<file path="src/strip_defs.svh">
`ifndef STRIP_DEFS_SVH
`define STRIP_DEFS_SVH

// Width of one stream beat in bits.
`define STRIP_DATA_W 64

// Entries held by the realign FIFO.
// Two are needed to build one output beat, so keep at least that many,
// and more to absorb output back-pressure.
`define STRIP_BUF_STAGES 4

// Beats are MSB first.
// Byte 0 of a packet sits in the top byte of its first beat.
// On a last beat, padbytes counts unused bytes at the low end.
// Padbytes is zero on every other beat.
// Header-kind opcodes live in hdr_pkg.

`endif

</file>
<file path="src/stream_pkg.sv">
`include "strip_defs.svh"

package stream_pkg;

    // One beat on the stream.
    typedef logic [`STRIP_DATA_W-1:0] data_t;

    // Unused low bytes on a last beat, 0 up to one less than the bytes per beat.
    typedef logic [$clog2(`STRIP_DATA_W/8)-1:0] padbytes_t;

    // Header bytes removed from the front of a packet.
    // Same range as padbytes, since less than one beat is ever stripped.
    typedef logic [$clog2(`STRIP_DATA_W/8)-1:0] strip_t;

    // A packet must be longer than its strip count.
    // Nothing in the stream types enforces that.
    // The classify stage attaches the count to every beat it forwards.

endpackage

</file>
<file path="src/hdr_pkg.sv">
package hdr_pkg;

    // Header-kind opcode, byte 0 of every packet.
    // Values not listed strip only the opcode byte itself.
    typedef enum logic [7:0] {
        KIND_RAW  = 8'd0, // Nothing stripped.
        KIND_TAG  = 8'd1, // 2 bytes.
        KIND_TUN  = 8'd2, // 4 bytes.
        KIND_LONG = 8'd3  // 6 bytes.
    } hdr_kind_e;

    // Classify stage position within a packet.
    typedef enum logic {
        POS_FIRST = 1'b0,
        POS_BODY  = 1'b1
    } pkt_pos_e;

    // Realign stage FSM.
    typedef enum logic [1:0] {
        WAITING       = 2'd0, // At a packet start, strip count taken from the head entry.
        READING_DATA  = 2'd1,
        DRAIN_ELEMENT = 2'd2  // Pop a last beat already merged into the output.
    } realign_state_e;

endpackage

</file>
<file path="src/peek_fifo.sv">
`timescale 1ns/100ps

module peek_fifo #(
    parameter int data_w = 8,
    parameter int els = 4
) (
    input  logic                 clk,
    input  logic                 rst,

    input  logic                 wr_req,
    input  logic [data_w-1:0]    wr_data,
    output logic                 full,

    input  logic                 rd_req,
    output logic [data_w-1:0]    rd_data,
    output logic [data_w-1:0]    rd_data_next,

    output logic [$clog2(els):0] num_els
);
    localparam int ptr_w = $clog2(els);

    logic [data_w-1:0] mem [els];
    logic [ptr_w-1:0]  wr_ptr;
    logic [ptr_w-1:0]  rd_ptr;
    logic [ptr_w-1:0]  rd_ptr_inc;
    logic              do_wr;
    logic              do_rd;

    // Wraps explicitly so els need not be a power of two.
    function automatic logic [ptr_w-1:0] ptr_inc(input logic [ptr_w-1:0] ptr);
        if (ptr == ptr_w'(els - 1)) begin
            return '0;
        end
        return ptr + 1'b1;
    endfunction

    assign full = (num_els == (ptr_w + 1)'(els));
    assign do_wr = wr_req & ~full;
    assign do_rd = rd_req & (num_els != '0);

    assign rd_ptr_inc = ptr_inc(rd_ptr);
    assign rd_data = mem[rd_ptr];
    assign rd_data_next = mem[rd_ptr_inc]; // Only meaningful with two or more entries.

    always_ff @(posedge clk) begin
        if (rst) begin
            wr_ptr <= '0;
            rd_ptr <= '0;
            num_els <= '0;
        end else begin
            if (do_wr) begin
                wr_ptr <= ptr_inc(wr_ptr);
            end
            if (do_rd) begin
                rd_ptr <= rd_ptr_inc;
            end
            case ({do_wr, do_rd})
                2'b10: num_els <= num_els + 1'b1;
                2'b01: num_els <= num_els - 1'b1;
                default: num_els <= num_els; // Both or neither.
            endcase
        end
    end

    always_ff @(posedge clk) begin
        if (do_wr) begin
            mem[wr_ptr] <= wr_data;
        end
    end

endmodule

</file>
<file path="src/hdr_classify.sv">
`timescale 1ns/100ps

module hdr_classify (
    input  logic                  clk,
    input  logic                  rst,

    input  logic                  in_val,
    input  stream_pkg::data_t     in_data,
    input  stream_pkg::padbytes_t in_padbytes,
    input  logic                  in_last,
    output logic                  in_rdy,

    output logic                  cls_val,
    output stream_pkg::data_t     cls_data,
    output stream_pkg::padbytes_t cls_padbytes,
    output logic                  cls_last,
    output stream_pkg::strip_t    cls_strip,
    input  logic                  cls_rdy
);
    import stream_pkg::*;
    import hdr_pkg::*;

    pkt_pos_e  pos;
    hdr_kind_e kind;
    strip_t    kind_strip;
    strip_t    pkt_strip;
    strip_t    beat_strip;
    logic      in_take;

    // Slot frees up when empty or when the realign stage takes its beat.
    assign in_rdy = ~cls_val | cls_rdy;
    assign in_take = in_val & in_rdy;

    assign kind = hdr_kind_e'(in_data[$bits(data_t)-1 -: 8]); // Opcode byte.

    always_comb begin
        case (kind)
            KIND_RAW:  kind_strip = strip_t'(0);
            KIND_TAG:  kind_strip = strip_t'(2);
            KIND_TUN:  kind_strip = strip_t'(4);
            KIND_LONG: kind_strip = strip_t'(6);
            default:   kind_strip = strip_t'(1); // Reserved, drop the opcode only.
        endcase
    end

    assign beat_strip = (pos == POS_FIRST) ? kind_strip : pkt_strip;

    always_ff @(posedge clk) begin
        if (rst) begin
            pos <= POS_FIRST;
            cls_val <= 1'b0;
        end else begin
            if (in_take) begin
                pos <= in_last ? POS_FIRST : POS_BODY;
                cls_val <= 1'b1;
            end else if (cls_rdy) begin
                cls_val <= 1'b0;
            end
        end
    end

    always_ff @(posedge clk) begin
        if (in_take) begin
            cls_data <= in_data;
            cls_padbytes <= in_padbytes;
            cls_last <= in_last;
            cls_strip <= beat_strip;
            pkt_strip <= beat_strip; // Held for the body beats.
        end
    end

endmodule

</file>
<file path="src/realign_runtime.sv">
`timescale 1ns/100ps

module realign_runtime #(
    parameter int data_w = 64,
    parameter int buf_stages = 4
) (
    input  logic                  clk,
    input  logic                  rst,

    input  stream_pkg::strip_t    realign_bytes,

    input  logic                  src_realign_data_val,
    input  logic [data_w-1:0]     src_realign_data,
    input  stream_pkg::padbytes_t src_realign_data_padbytes,
    input  logic                  src_realign_data_last,
    output logic                  realign_src_data_rdy,

    output logic                  realign_dst_data_val,
    output logic [data_w-1:0]     realign_dst_data,
    output stream_pkg::padbytes_t realign_dst_data_padbytes,
    output logic                  realign_dst_data_last,
    input  logic                  dst_realign_data_rdy
);
    import stream_pkg::*;
    import hdr_pkg::*;

    localparam int line_bytes = data_w / 8;
    localparam int bcnt_w = $clog2(line_bytes) + 1;
    localparam int shift_w = $clog2(data_w);

    typedef struct packed {
        logic [data_w-1:0] data;
        logic              last;
        padbytes_t         padbytes;
        strip_t            strip;
    } entry_t;

    realign_state_e              state;
    realign_state_e              state_next;

    entry_t                      fifo_wr_data;
    entry_t                      fifo_rd_data;
    entry_t                      fifo_rd_data_next;
    logic                        fifo_wr_req;
    logic                        fifo_rd_req;
    logic                        fifo_full;
    logic [$clog2(buf_stages):0] fifo_num_els;

    strip_t                      strip_reg;
    strip_t                      strip_cur;
    logic [bcnt_w-1:0]           use_bytes;
    logic [shift_w-1:0]          realign_shift;
    logic [data_w-1:0]           low_half;
    logic [2*data_w-1:0]         realign_data;
    logic                        merge_last;
    padbytes_t                   pad_src;

    assign fifo_wr_data.data = src_realign_data;
    assign fifo_wr_data.last = src_realign_data_last;
    assign fifo_wr_data.padbytes = src_realign_data_padbytes;
    assign fifo_wr_data.strip = realign_bytes;

    assign fifo_wr_req = src_realign_data_val & ~fifo_full;
    assign realign_src_data_rdy = ~fifo_full;

    // Strip count comes straight from the head entry at a packet start.
    assign strip_cur = (state == WAITING) ? fifo_rd_data.strip : strip_reg;

    always_ff @(posedge clk) begin
        strip_reg <= strip_cur;
    end

    // Bytes of the head beat that land in the output.
    assign use_bytes = bcnt_w'(line_bytes) - bcnt_w'(strip_cur);
    assign merge_last = fifo_rd_data_next.last &
                        (bcnt_w'(fifo_rd_data_next.padbytes) >= use_bytes);

    // Next entry may belong to another packet, or still be filling, after a last head.
    assign low_half = fifo_rd_data.last ? '0 : fifo_rd_data_next.data;
    assign realign_shift = shift_w'(strip_cur) << 3;
    assign realign_data = {fifo_rd_data.data, low_half} << realign_shift;
    assign realign_dst_data = realign_data[2*data_w-1 -: data_w];

    assign realign_dst_data_padbytes = realign_dst_data_last
                                     ? pad_src + padbytes_t'(strip_cur)
                                     : '0; // Wraps to the merged count.

    always_comb begin
        state_next = state;
        fifo_rd_req = 1'b0;
        realign_dst_data_val = 1'b0;
        realign_dst_data_last = 1'b0;
        pad_src = fifo_rd_data.padbytes;
        case (state)
            WAITING, READING_DATA: begin
                if ((fifo_num_els != '0) && fifo_rd_data.last) begin
                    realign_dst_data_val = 1'b1;
                    realign_dst_data_last = 1'b1;
                    fifo_rd_req = dst_realign_data_rdy;
                    if (dst_realign_data_rdy) begin
                        state_next = WAITING;
                    end
                end else if (fifo_num_els > 1) begin
                    realign_dst_data_val = 1'b1;
                    realign_dst_data_last = merge_last; // Last beat fits in this output.
                    fifo_rd_req = dst_realign_data_rdy;
                    if (merge_last) begin
                        pad_src = fifo_rd_data_next.padbytes;
                    end
                    if (dst_realign_data_rdy) begin
                        state_next = merge_last ? DRAIN_ELEMENT : READING_DATA;
                    end
                end
            end
            DRAIN_ELEMENT: begin
                fifo_rd_req = 1'b1; // Already sent, just pop it.
                state_next = WAITING;
            end
            default: begin
                state_next = WAITING;
            end
        endcase
    end

    always_ff @(posedge clk) begin
        if (rst) begin
            state <= WAITING;
        end else begin
            state <= state_next;
        end
    end

    peek_fifo #(
        .data_w ($bits(entry_t)),
        .els    (buf_stages)
    ) i_fifo (
        .clk          (clk),
        .rst          (rst),
        .wr_req       (fifo_wr_req),
        .wr_data      (fifo_wr_data),
        .full         (fifo_full),
        .rd_req       (fifo_rd_req),
        .rd_data      (fifo_rd_data),
        .rd_data_next (fifo_rd_data_next),
        .num_els      (fifo_num_els)
    );

endmodule

</file>
<file path="src/hdr_strip_top.sv">
`timescale 1ns/100ps
`include "strip_defs.svh"

module hdr_strip_top (
    input  logic                  clk,
    input  logic                  rst,

    input  logic                  in_val,
    input  stream_pkg::data_t     in_data,
    input  stream_pkg::padbytes_t in_padbytes,
    input  logic                  in_last,
    output logic                  in_rdy,

    output logic                  out_val,
    output stream_pkg::data_t     out_data,
    output stream_pkg::padbytes_t out_padbytes,
    output logic                  out_last,
    input  logic                  out_rdy
);
    import stream_pkg::*;

    logic      cls_val;
    data_t     cls_data;
    padbytes_t cls_padbytes;
    logic      cls_last;
    strip_t    cls_strip;
    logic      cls_rdy;

    hdr_classify i_classify (
        .clk          (clk),
        .rst          (rst),
        .in_val       (in_val),
        .in_data      (in_data),
        .in_padbytes  (in_padbytes),
        .in_last      (in_last),
        .in_rdy       (in_rdy),
        .cls_val      (cls_val),
        .cls_data     (cls_data),
        .cls_padbytes (cls_padbytes),
        .cls_last     (cls_last),
        .cls_strip    (cls_strip),
        .cls_rdy      (cls_rdy)
    );

    realign_runtime #(
        .data_w     (`STRIP_DATA_W),
        .buf_stages (`STRIP_BUF_STAGES)
    ) i_realign (
        .clk                       (clk),
        .rst                       (rst),
        .realign_bytes             (cls_strip),
        .src_realign_data_val      (cls_val),
        .src_realign_data          (cls_data),
        .src_realign_data_padbytes (cls_padbytes),
        .src_realign_data_last     (cls_last),
        .realign_src_data_rdy      (cls_rdy),
        .realign_dst_data_val      (out_val),
        .realign_dst_data          (out_data),
        .realign_dst_data_padbytes (out_padbytes),
        .realign_dst_data_last     (out_last),
        .dst_realign_data_rdy      (out_rdy)
    );

endmodule

</file>
<file path="config.mk">
export PLATFORM = sky130hd
export DESIGN_NAME = hdr_strip_top
export DESIGN_NICKNAME = d
export VERILOG_FILES = /design/src/stream_pkg.sv /design/src/hdr_pkg.sv /design/src/peek_fifo.sv /design/src/hdr_classify.sv /design/src/realign_runtime.sv /design/src/hdr_strip_top.sv
export VERILOG_INCLUDE_DIRS = /design/src
export SDC_FILE = /design/constraint.sdc
export NUM_CORES = 1
export LEC_CHECK = 0
export BUFFER_PORTS_ARGS = -buffer_cell sky130_fd_sc_hd__clkbuf_2
export CORE_UTILIZATION = 41
export DETAILED_ROUTE_END_ITERATION = 10
export SETUP_SLACK_MARGIN = 0.5
export SYNTH_ARGS = -nofsm -noshare
export SYNTH_HDL_FRONTEND = slang
export SYNTH_SLANG_ARGS = --single-unit
</file>
<file path="constraint.sdc">
create_clock -name clk -period 6.75 [get_ports clk]
set_input_delay 2.025 -clock clk [delete_from_list [all_inputs] [get_ports clk]]
set_output_delay 2.025 -clock clk [all_outputs]
set_load 0.005 [all_outputs]
</file>
After elaboration in Yosys (flattened, before gate mapping)
Memories as Yosys holds them, arrays and structs flattened. A register that Yosys moved wholly into a read port is not among the register bits.
Index checks and enable logic that the tools add are counted.
{"block": "word_totals", "ff_bits": 85, "mem_bits_rw": 284, "in_bits": 72, "out_inout_bits": 70, "wordCells": 93, "mem_count": 1}
{"memory": "i_realign.i_fifo.mem", "words": 4, "width": 71, "rd": 2, "rd_clocked_by_memory_dff": 1, "wr": 1, "line": "peek_fifo.sv:22", "rtl": "logic [data_w-1:0] mem [els];"}
{"block": "classes", "add_sub_neg": 6, "order_cmp": 2, "eq_ne": 13, "n_shift": 1, "n_mux": 39, "bitwise": 10, "n_reduce_logical": 10}
{"cell": "$shl A128 B6 Y128", "n": 1}
{"cell": "$mux W64", "n": 1}
{"cell": "$mux W2", "n": 11}
{"cell": "$mux W3", "n": 7}
{"cell": "$mux W1", "n": 17}
{"cell": "$eq A8 B2 Y1 const B", "n": 2}
{"cell": "$pmux W3 S4", "n": 1}
{"cell": "$eq A2 B2 Y1 const B", "n": 4}
{"cell": "$eq A8 B1 Y1 const B", "n": 1}
{"cell": "$logic_not A8 Y1", "n": 1}
{"cell": "$ne A2 B2 Y1 const B", "n": 3}
{"cell": "$pmux W3 S2", "n": 1}
{"cell": "$and A1 B1 Y1", "n": 5}
{"cell": "$add A2 B1 Y2 const B", "n": 2}
{"cell": "$eq A2 B1 Y1 const B", "n": 2}
{"cell": "$ge A3 B4 Y1", "n": 1}
{"cell": "$not A1 Y1", "n": 4}
{"cell": "$reduce_bool A2 Y1", "n": 2}
{"cell": "$reduce_or A2 Y1", "n": 2}
{"cell": "$sub A4 B3 Y4 const A", "n": 1}
{"cell": "$add A3 B1 Y3 const B", "n": 1}
{"cell": "$add A3 B3 Y3", "n": 1}
{"cell": "$eq A3 B3 Y1 const B", "n": 1}
{"cell": "$gt A3 B1 Y1 const B", "n": 1}
{"cell": "8 further kinds", "n": 8}

Longest topological paths before layout
An unclocked memory read counts as a cell.
{"block": "logic_depth", "depth_word": 12, "depth_mapped": 19, "ltp_nobuf": 15}

Hierarchy
A second synthesis with hierarchy kept.
{"block": "hier_totals", "cells_unflattened": 1206, "hier_area_um2": 18881.9}
{"mod": "peek_fifo", "n_inst": 1, "cells_per_inst": 635, "area_per_inst_um2": 12976.2, "seq_area_each_um2": 8708.4}
{"mod": "realign_runtime", "n_inst": 1, "cells_per_inst": 486, "area_per_inst_um2": 3656.0, "seq_area_each_um2": 100.1}
{"mod": "hdr_classify", "n_inst": 1, "cells_per_inst": 85, "area_per_inst_um2": 2249.7, "seq_area_each_um2": 2172.1}

Worst setup path after synthesis
No wires, ideal clock.
{"block": "synth_path", "path_kind": "flip-flop to output port", "startpoint": "register (tool-made name)", "endpoint": "output port out_padbytes[2]", "arrival_ps": 4298, "required_time_ps": 4725, "slack_ps": 427, "path_stages_with_launch": 20, "n_path_buf": 4, "cell_sequence": "dfxtp_1 > buf_2 > mux4_2 > mux2i_2 > clkbuf_1 > buf_2 > ha_1 > xnor2_1 > ha_1 > o21ai_0 > nand2b_1 > nand4_1 > or4_1 > clkbuf_1 > mux2i_1 > nor2_1 > fa_1 > xnor2_1 > nand2b_1 > mux2i_1"}
{"element": "end, declared", "line": "hdr_strip_top.sv:16", "rtl": "output stream_pkg::padbytes_t out_padbytes,"}

==> impl_metrics.csv <==
group,metric,value,unit
power_and_ir_drop,p_clk_frac,0.255,
layout,largest_reg_flops,284,
synth,synth_area_leaders,"edfxtp_1 (59%), mux4_2 (16%), nand2_1 (4.4%)",
power_and_ir_drop,peakVddDrop,0.0002373,V
layout,largest_register,"i_realign.i_fifo.mem",
power_and_ir_drop,p_per_area,440.7,mW/mm²
sta,hold_viol_final,0,
synth,yosysTopAreaCell,"edfxtp_1",
floorplanning,fp.dieH,211.4,µm
worst_setup_path,reg2reg_from,"i_realign.i_fifo.rd_ptr[0]",
layout,diodes,0,
routing,avgViaCountPerCell,5.757,
sta,setup_viol,0,
placement,dp.final_hpwl,31590,µm
clock_tree,clk_path_buf_depth,3,
clock_tree,cts_root_buf,"clkbuf_16",
worst_setup_path,crit_path_end,"out_padbytes[2]",
worst_setup_path,cp_data_required_time,4.72,ns
clock_tree,ctsHoldBuffers,0,
worst_setup_path,crit_fanout,4,
worst_hold_path,hold_path_class,"reg -> reg",
synth,synthArstFlopShare,0,
worst_setup_path,cp-start-kind,"register",
synth,ys_ff_latch,371,
synth,synthFlopType,"edfxtp_1",
synth,synth_area,0.01798,mm²
sta,grt_setup_unrepaired,"yes",
synth,avgSynthCellArea,14.25,µm²
worst_setup_path,rrSetupSlack,3.92,ns
clock_tree,numCtsBuffers,41,
routing,vias,11490,
sta,fin_crit_sh,0.9466,
floorplanning,start_util,0.4164,
worst_setup_path,worstPathArrival,4.36,ns
floorplanning,die_width,211.4,µm
layout,finalNonFillerCells,1995,
synth,synth_nets,1348,
sta,tightest_slew,1.024,ns
synth,synth_cell_types,44,
floorplanning,coreArea,0.04317,mm²
power_and_ir_drop,swShare,0.3842,
layout,area_growth,15.61,%
floorplanning,rows,76,
sta,finalClockSkew,0.01584,ns
synth,ys_seq_area_frac,0.6108,
routing,drtPass1Iterations,5,
power_and_ir_drop,intPower,5.640,mW
placement,placedCellCount,1916,
clock_tree,h-tree-depth,2,
run,cap_viol_max_count,0,
sta,slew_headroom,0.3173,
clock_tree,cts.sink_count,371,
layout,final_common_cell,"edfxtp_1",
global_routing,grt_pass1_wl,71650,µm
layout,final_cell_mix,"edfxtp_1 (355), nand2_1 (211), nand3_1 (145)",
global_routing,antenna_found_initial,2,
layout,final_layout_size_suffix_gt1_frac,0.2759,
layout,reg_top3,"i_realign.i_fifo.mem: 284 flops, i_classify.cls_data: 64 flops",
worst_setup_path,reg2reg_to,"i_realign.state[0]",
power_and_ir_drop,power_leakage,7.283,nW
synth,synth_warnings,0,
layout,seq_area,0.01099,mm²
power_and_ir_drop,p_comb_frac,0.447,
floorplanning,num_io_pins,142,
run_status,status,"complete, no violations",
synth,syn_inst,1262,
layout,multi_input_area,0.006645,mm²
routing,ant_nets,0,
placement,gp_congestion,0.8392,
routing,drc,0,
worst_setup_path,critPathKind,"reg -> out",
routing,first_iter_violations,1169,
layout,num-fill-cells,3823,
global_routing,track_usage,0.2198,
global_routing,gr-total-overflow,0,
sta,fmax,156.5,MHz
global_routing,grt_max_degree,89,
layout,nets,1467,
synth,synth_edf_count,355,
sta,post-route-min-period,6.389,ns
global_routing,first_global_vias,11340,
clock_tree,clk_pin_slew_worst_paths,0.06,ns
routing,wl,48140,µm
worst_setup_path,cp-end-kind,"primary output",
placement,io_buffers,141,
worst_setup_path,reg2regPathDepth,9,
synth,netlist.area_leader.share,0.5929,
sta,finalSetupTns,0,ns
sta,finalMaxSlewViolations,0,
routing,wl_per_cell,24.13,µm
clock_tree,clock_latency,0.57,ns
clock_tree,cts_tree,"yes",
power_and_ir_drop,pwr-share-seq,0.297,
power_and_ir_drop,p_sw,3.519,mW
floorplanning,die_area,0.04469,mm²
-- final cells by class --
class,count,area share
well taps,585,0.03522
inverters,13,0.002528
repair buffers,174,0.04665
flip-flops and latches,371,0.5287
clock inverters,21,0.01258
clock buffers,51,0.05466
multi-input cells,780,0.3197
-- metrics by stage --
step | util | instance area (µm²) | setup WS, ns | power [mW] | hold slack [ns]
6_report | 0.4815 | 20780 | 0.3606 | 9.159 | 0.4997
5_1_grt | 0.4815 | 20780 | 0.1841 | 9.649 | 0.5211
4_1_cts | 0.4800 | 20720 | 0.3827 | 9.192 | 0.5043
3_5_place_dp | 0.4468 | 19290 | 0.7136 | 6.816 | 0.4916
3_3_place_gp | 0.4468 | 19290 | 0.8169 | 6.801 | 0.4733
2_1_floorplan | - | 17980 | 0.5123 | 5.318 | 0.4587
-- synth_stat cells, types with 17 or more instances --
master,number
a21oi_1,30
o21ai_0,20
o211ai_1,17
clkbuf_1,57
mux2i_1,70
nand3_1,145
nand2_1,211
mux4_2,129
nor2_1,26
o21ai_1,55
buf_2,25
edfxtp_1,355
-- layer usage --
layer	track usage	part of all wire	vias up
li1	-	-	5164
met1	0.2941	0.42	5850
met2	0.3698	0.50	407
met3	0.03086	0.054	65
met4	0.07196	0.025	0
met5	0	0	-
-- power by group through the flow --
stage	sequential, mW	clock, mW	combinational (mW)
2_1_floorplan	2.73	0	2.58
3_3_place_gp	2.78	0	4.02
3_5_place_dp	2.79	0	4.03
4_1_cts	2.73	2.39	4.08
5_1_grt	2.74	2.47	4.44
6_report	2.72	2.34	4.10
-- worst min-delay path by stage --
stage	startpoint	to	depth (start not counted)
3_5_place_dp	i_classify.cls_data[0]	i_realign.i_fifo.mem[1][7]	0
2_1_floorplan	i_classify.cls_strip[0]	i_realign.i_fifo.mem[0][0]	0
3_3_place_gp	i_classify.cls_data[4]	i_realign.i_fifo.mem[1][11]	0
6_report	i_realign.i_fifo.wr_ptr[1]	i_realign.i_fifo.wr_ptr[1]	2
5_1_grt	i_classify.cls_strip[2]	i_realign.i_fifo.mem[3][2]	0
4_1_cts	i_realign.i_fifo.wr_ptr[1]	i_realign.i_fifo.wr_ptr[1]	2
-- logic make-up (layout without fill, tap and decap cells) --
family,after synthesis,after routing,synth area share
and+or+nand+nor,412,412,0.1002
buffers and inverters,111,259,0.02492
AOI/OAI and AO/OA,146,146,0.04753
DFF,371,371,0.6108
muxes,204,204,0.2045
xor gates and xnor gates,4,4,0.001949
adders and majority gates,14,14,0.01016
-- critical path: stages (launching register included) --
cell and delay [ns]:
dfxtp_4 0.39, mux4_2 0.54, mux2i_4 0.17, ha_2 0.21
xnor2_2 0.06, ha_1 0.27, o21ai_1 0.06, nand2b_1 0.10
nand4_1 0.11, or4_4 0.61, mux2_4 0.33, fa_2 0.38
xnor2_2 0.15, nand2b_4 0.15, mux2i_1 0.14, buf_2 0.13
-- timing repair --
item	CTS	global route
gates resized for setup	3	10
setup endpoints to repair	8	4
pin swaps	0	8
buffers inserted	3	4
Note: power is estimated with default switching activity, not from simulation.
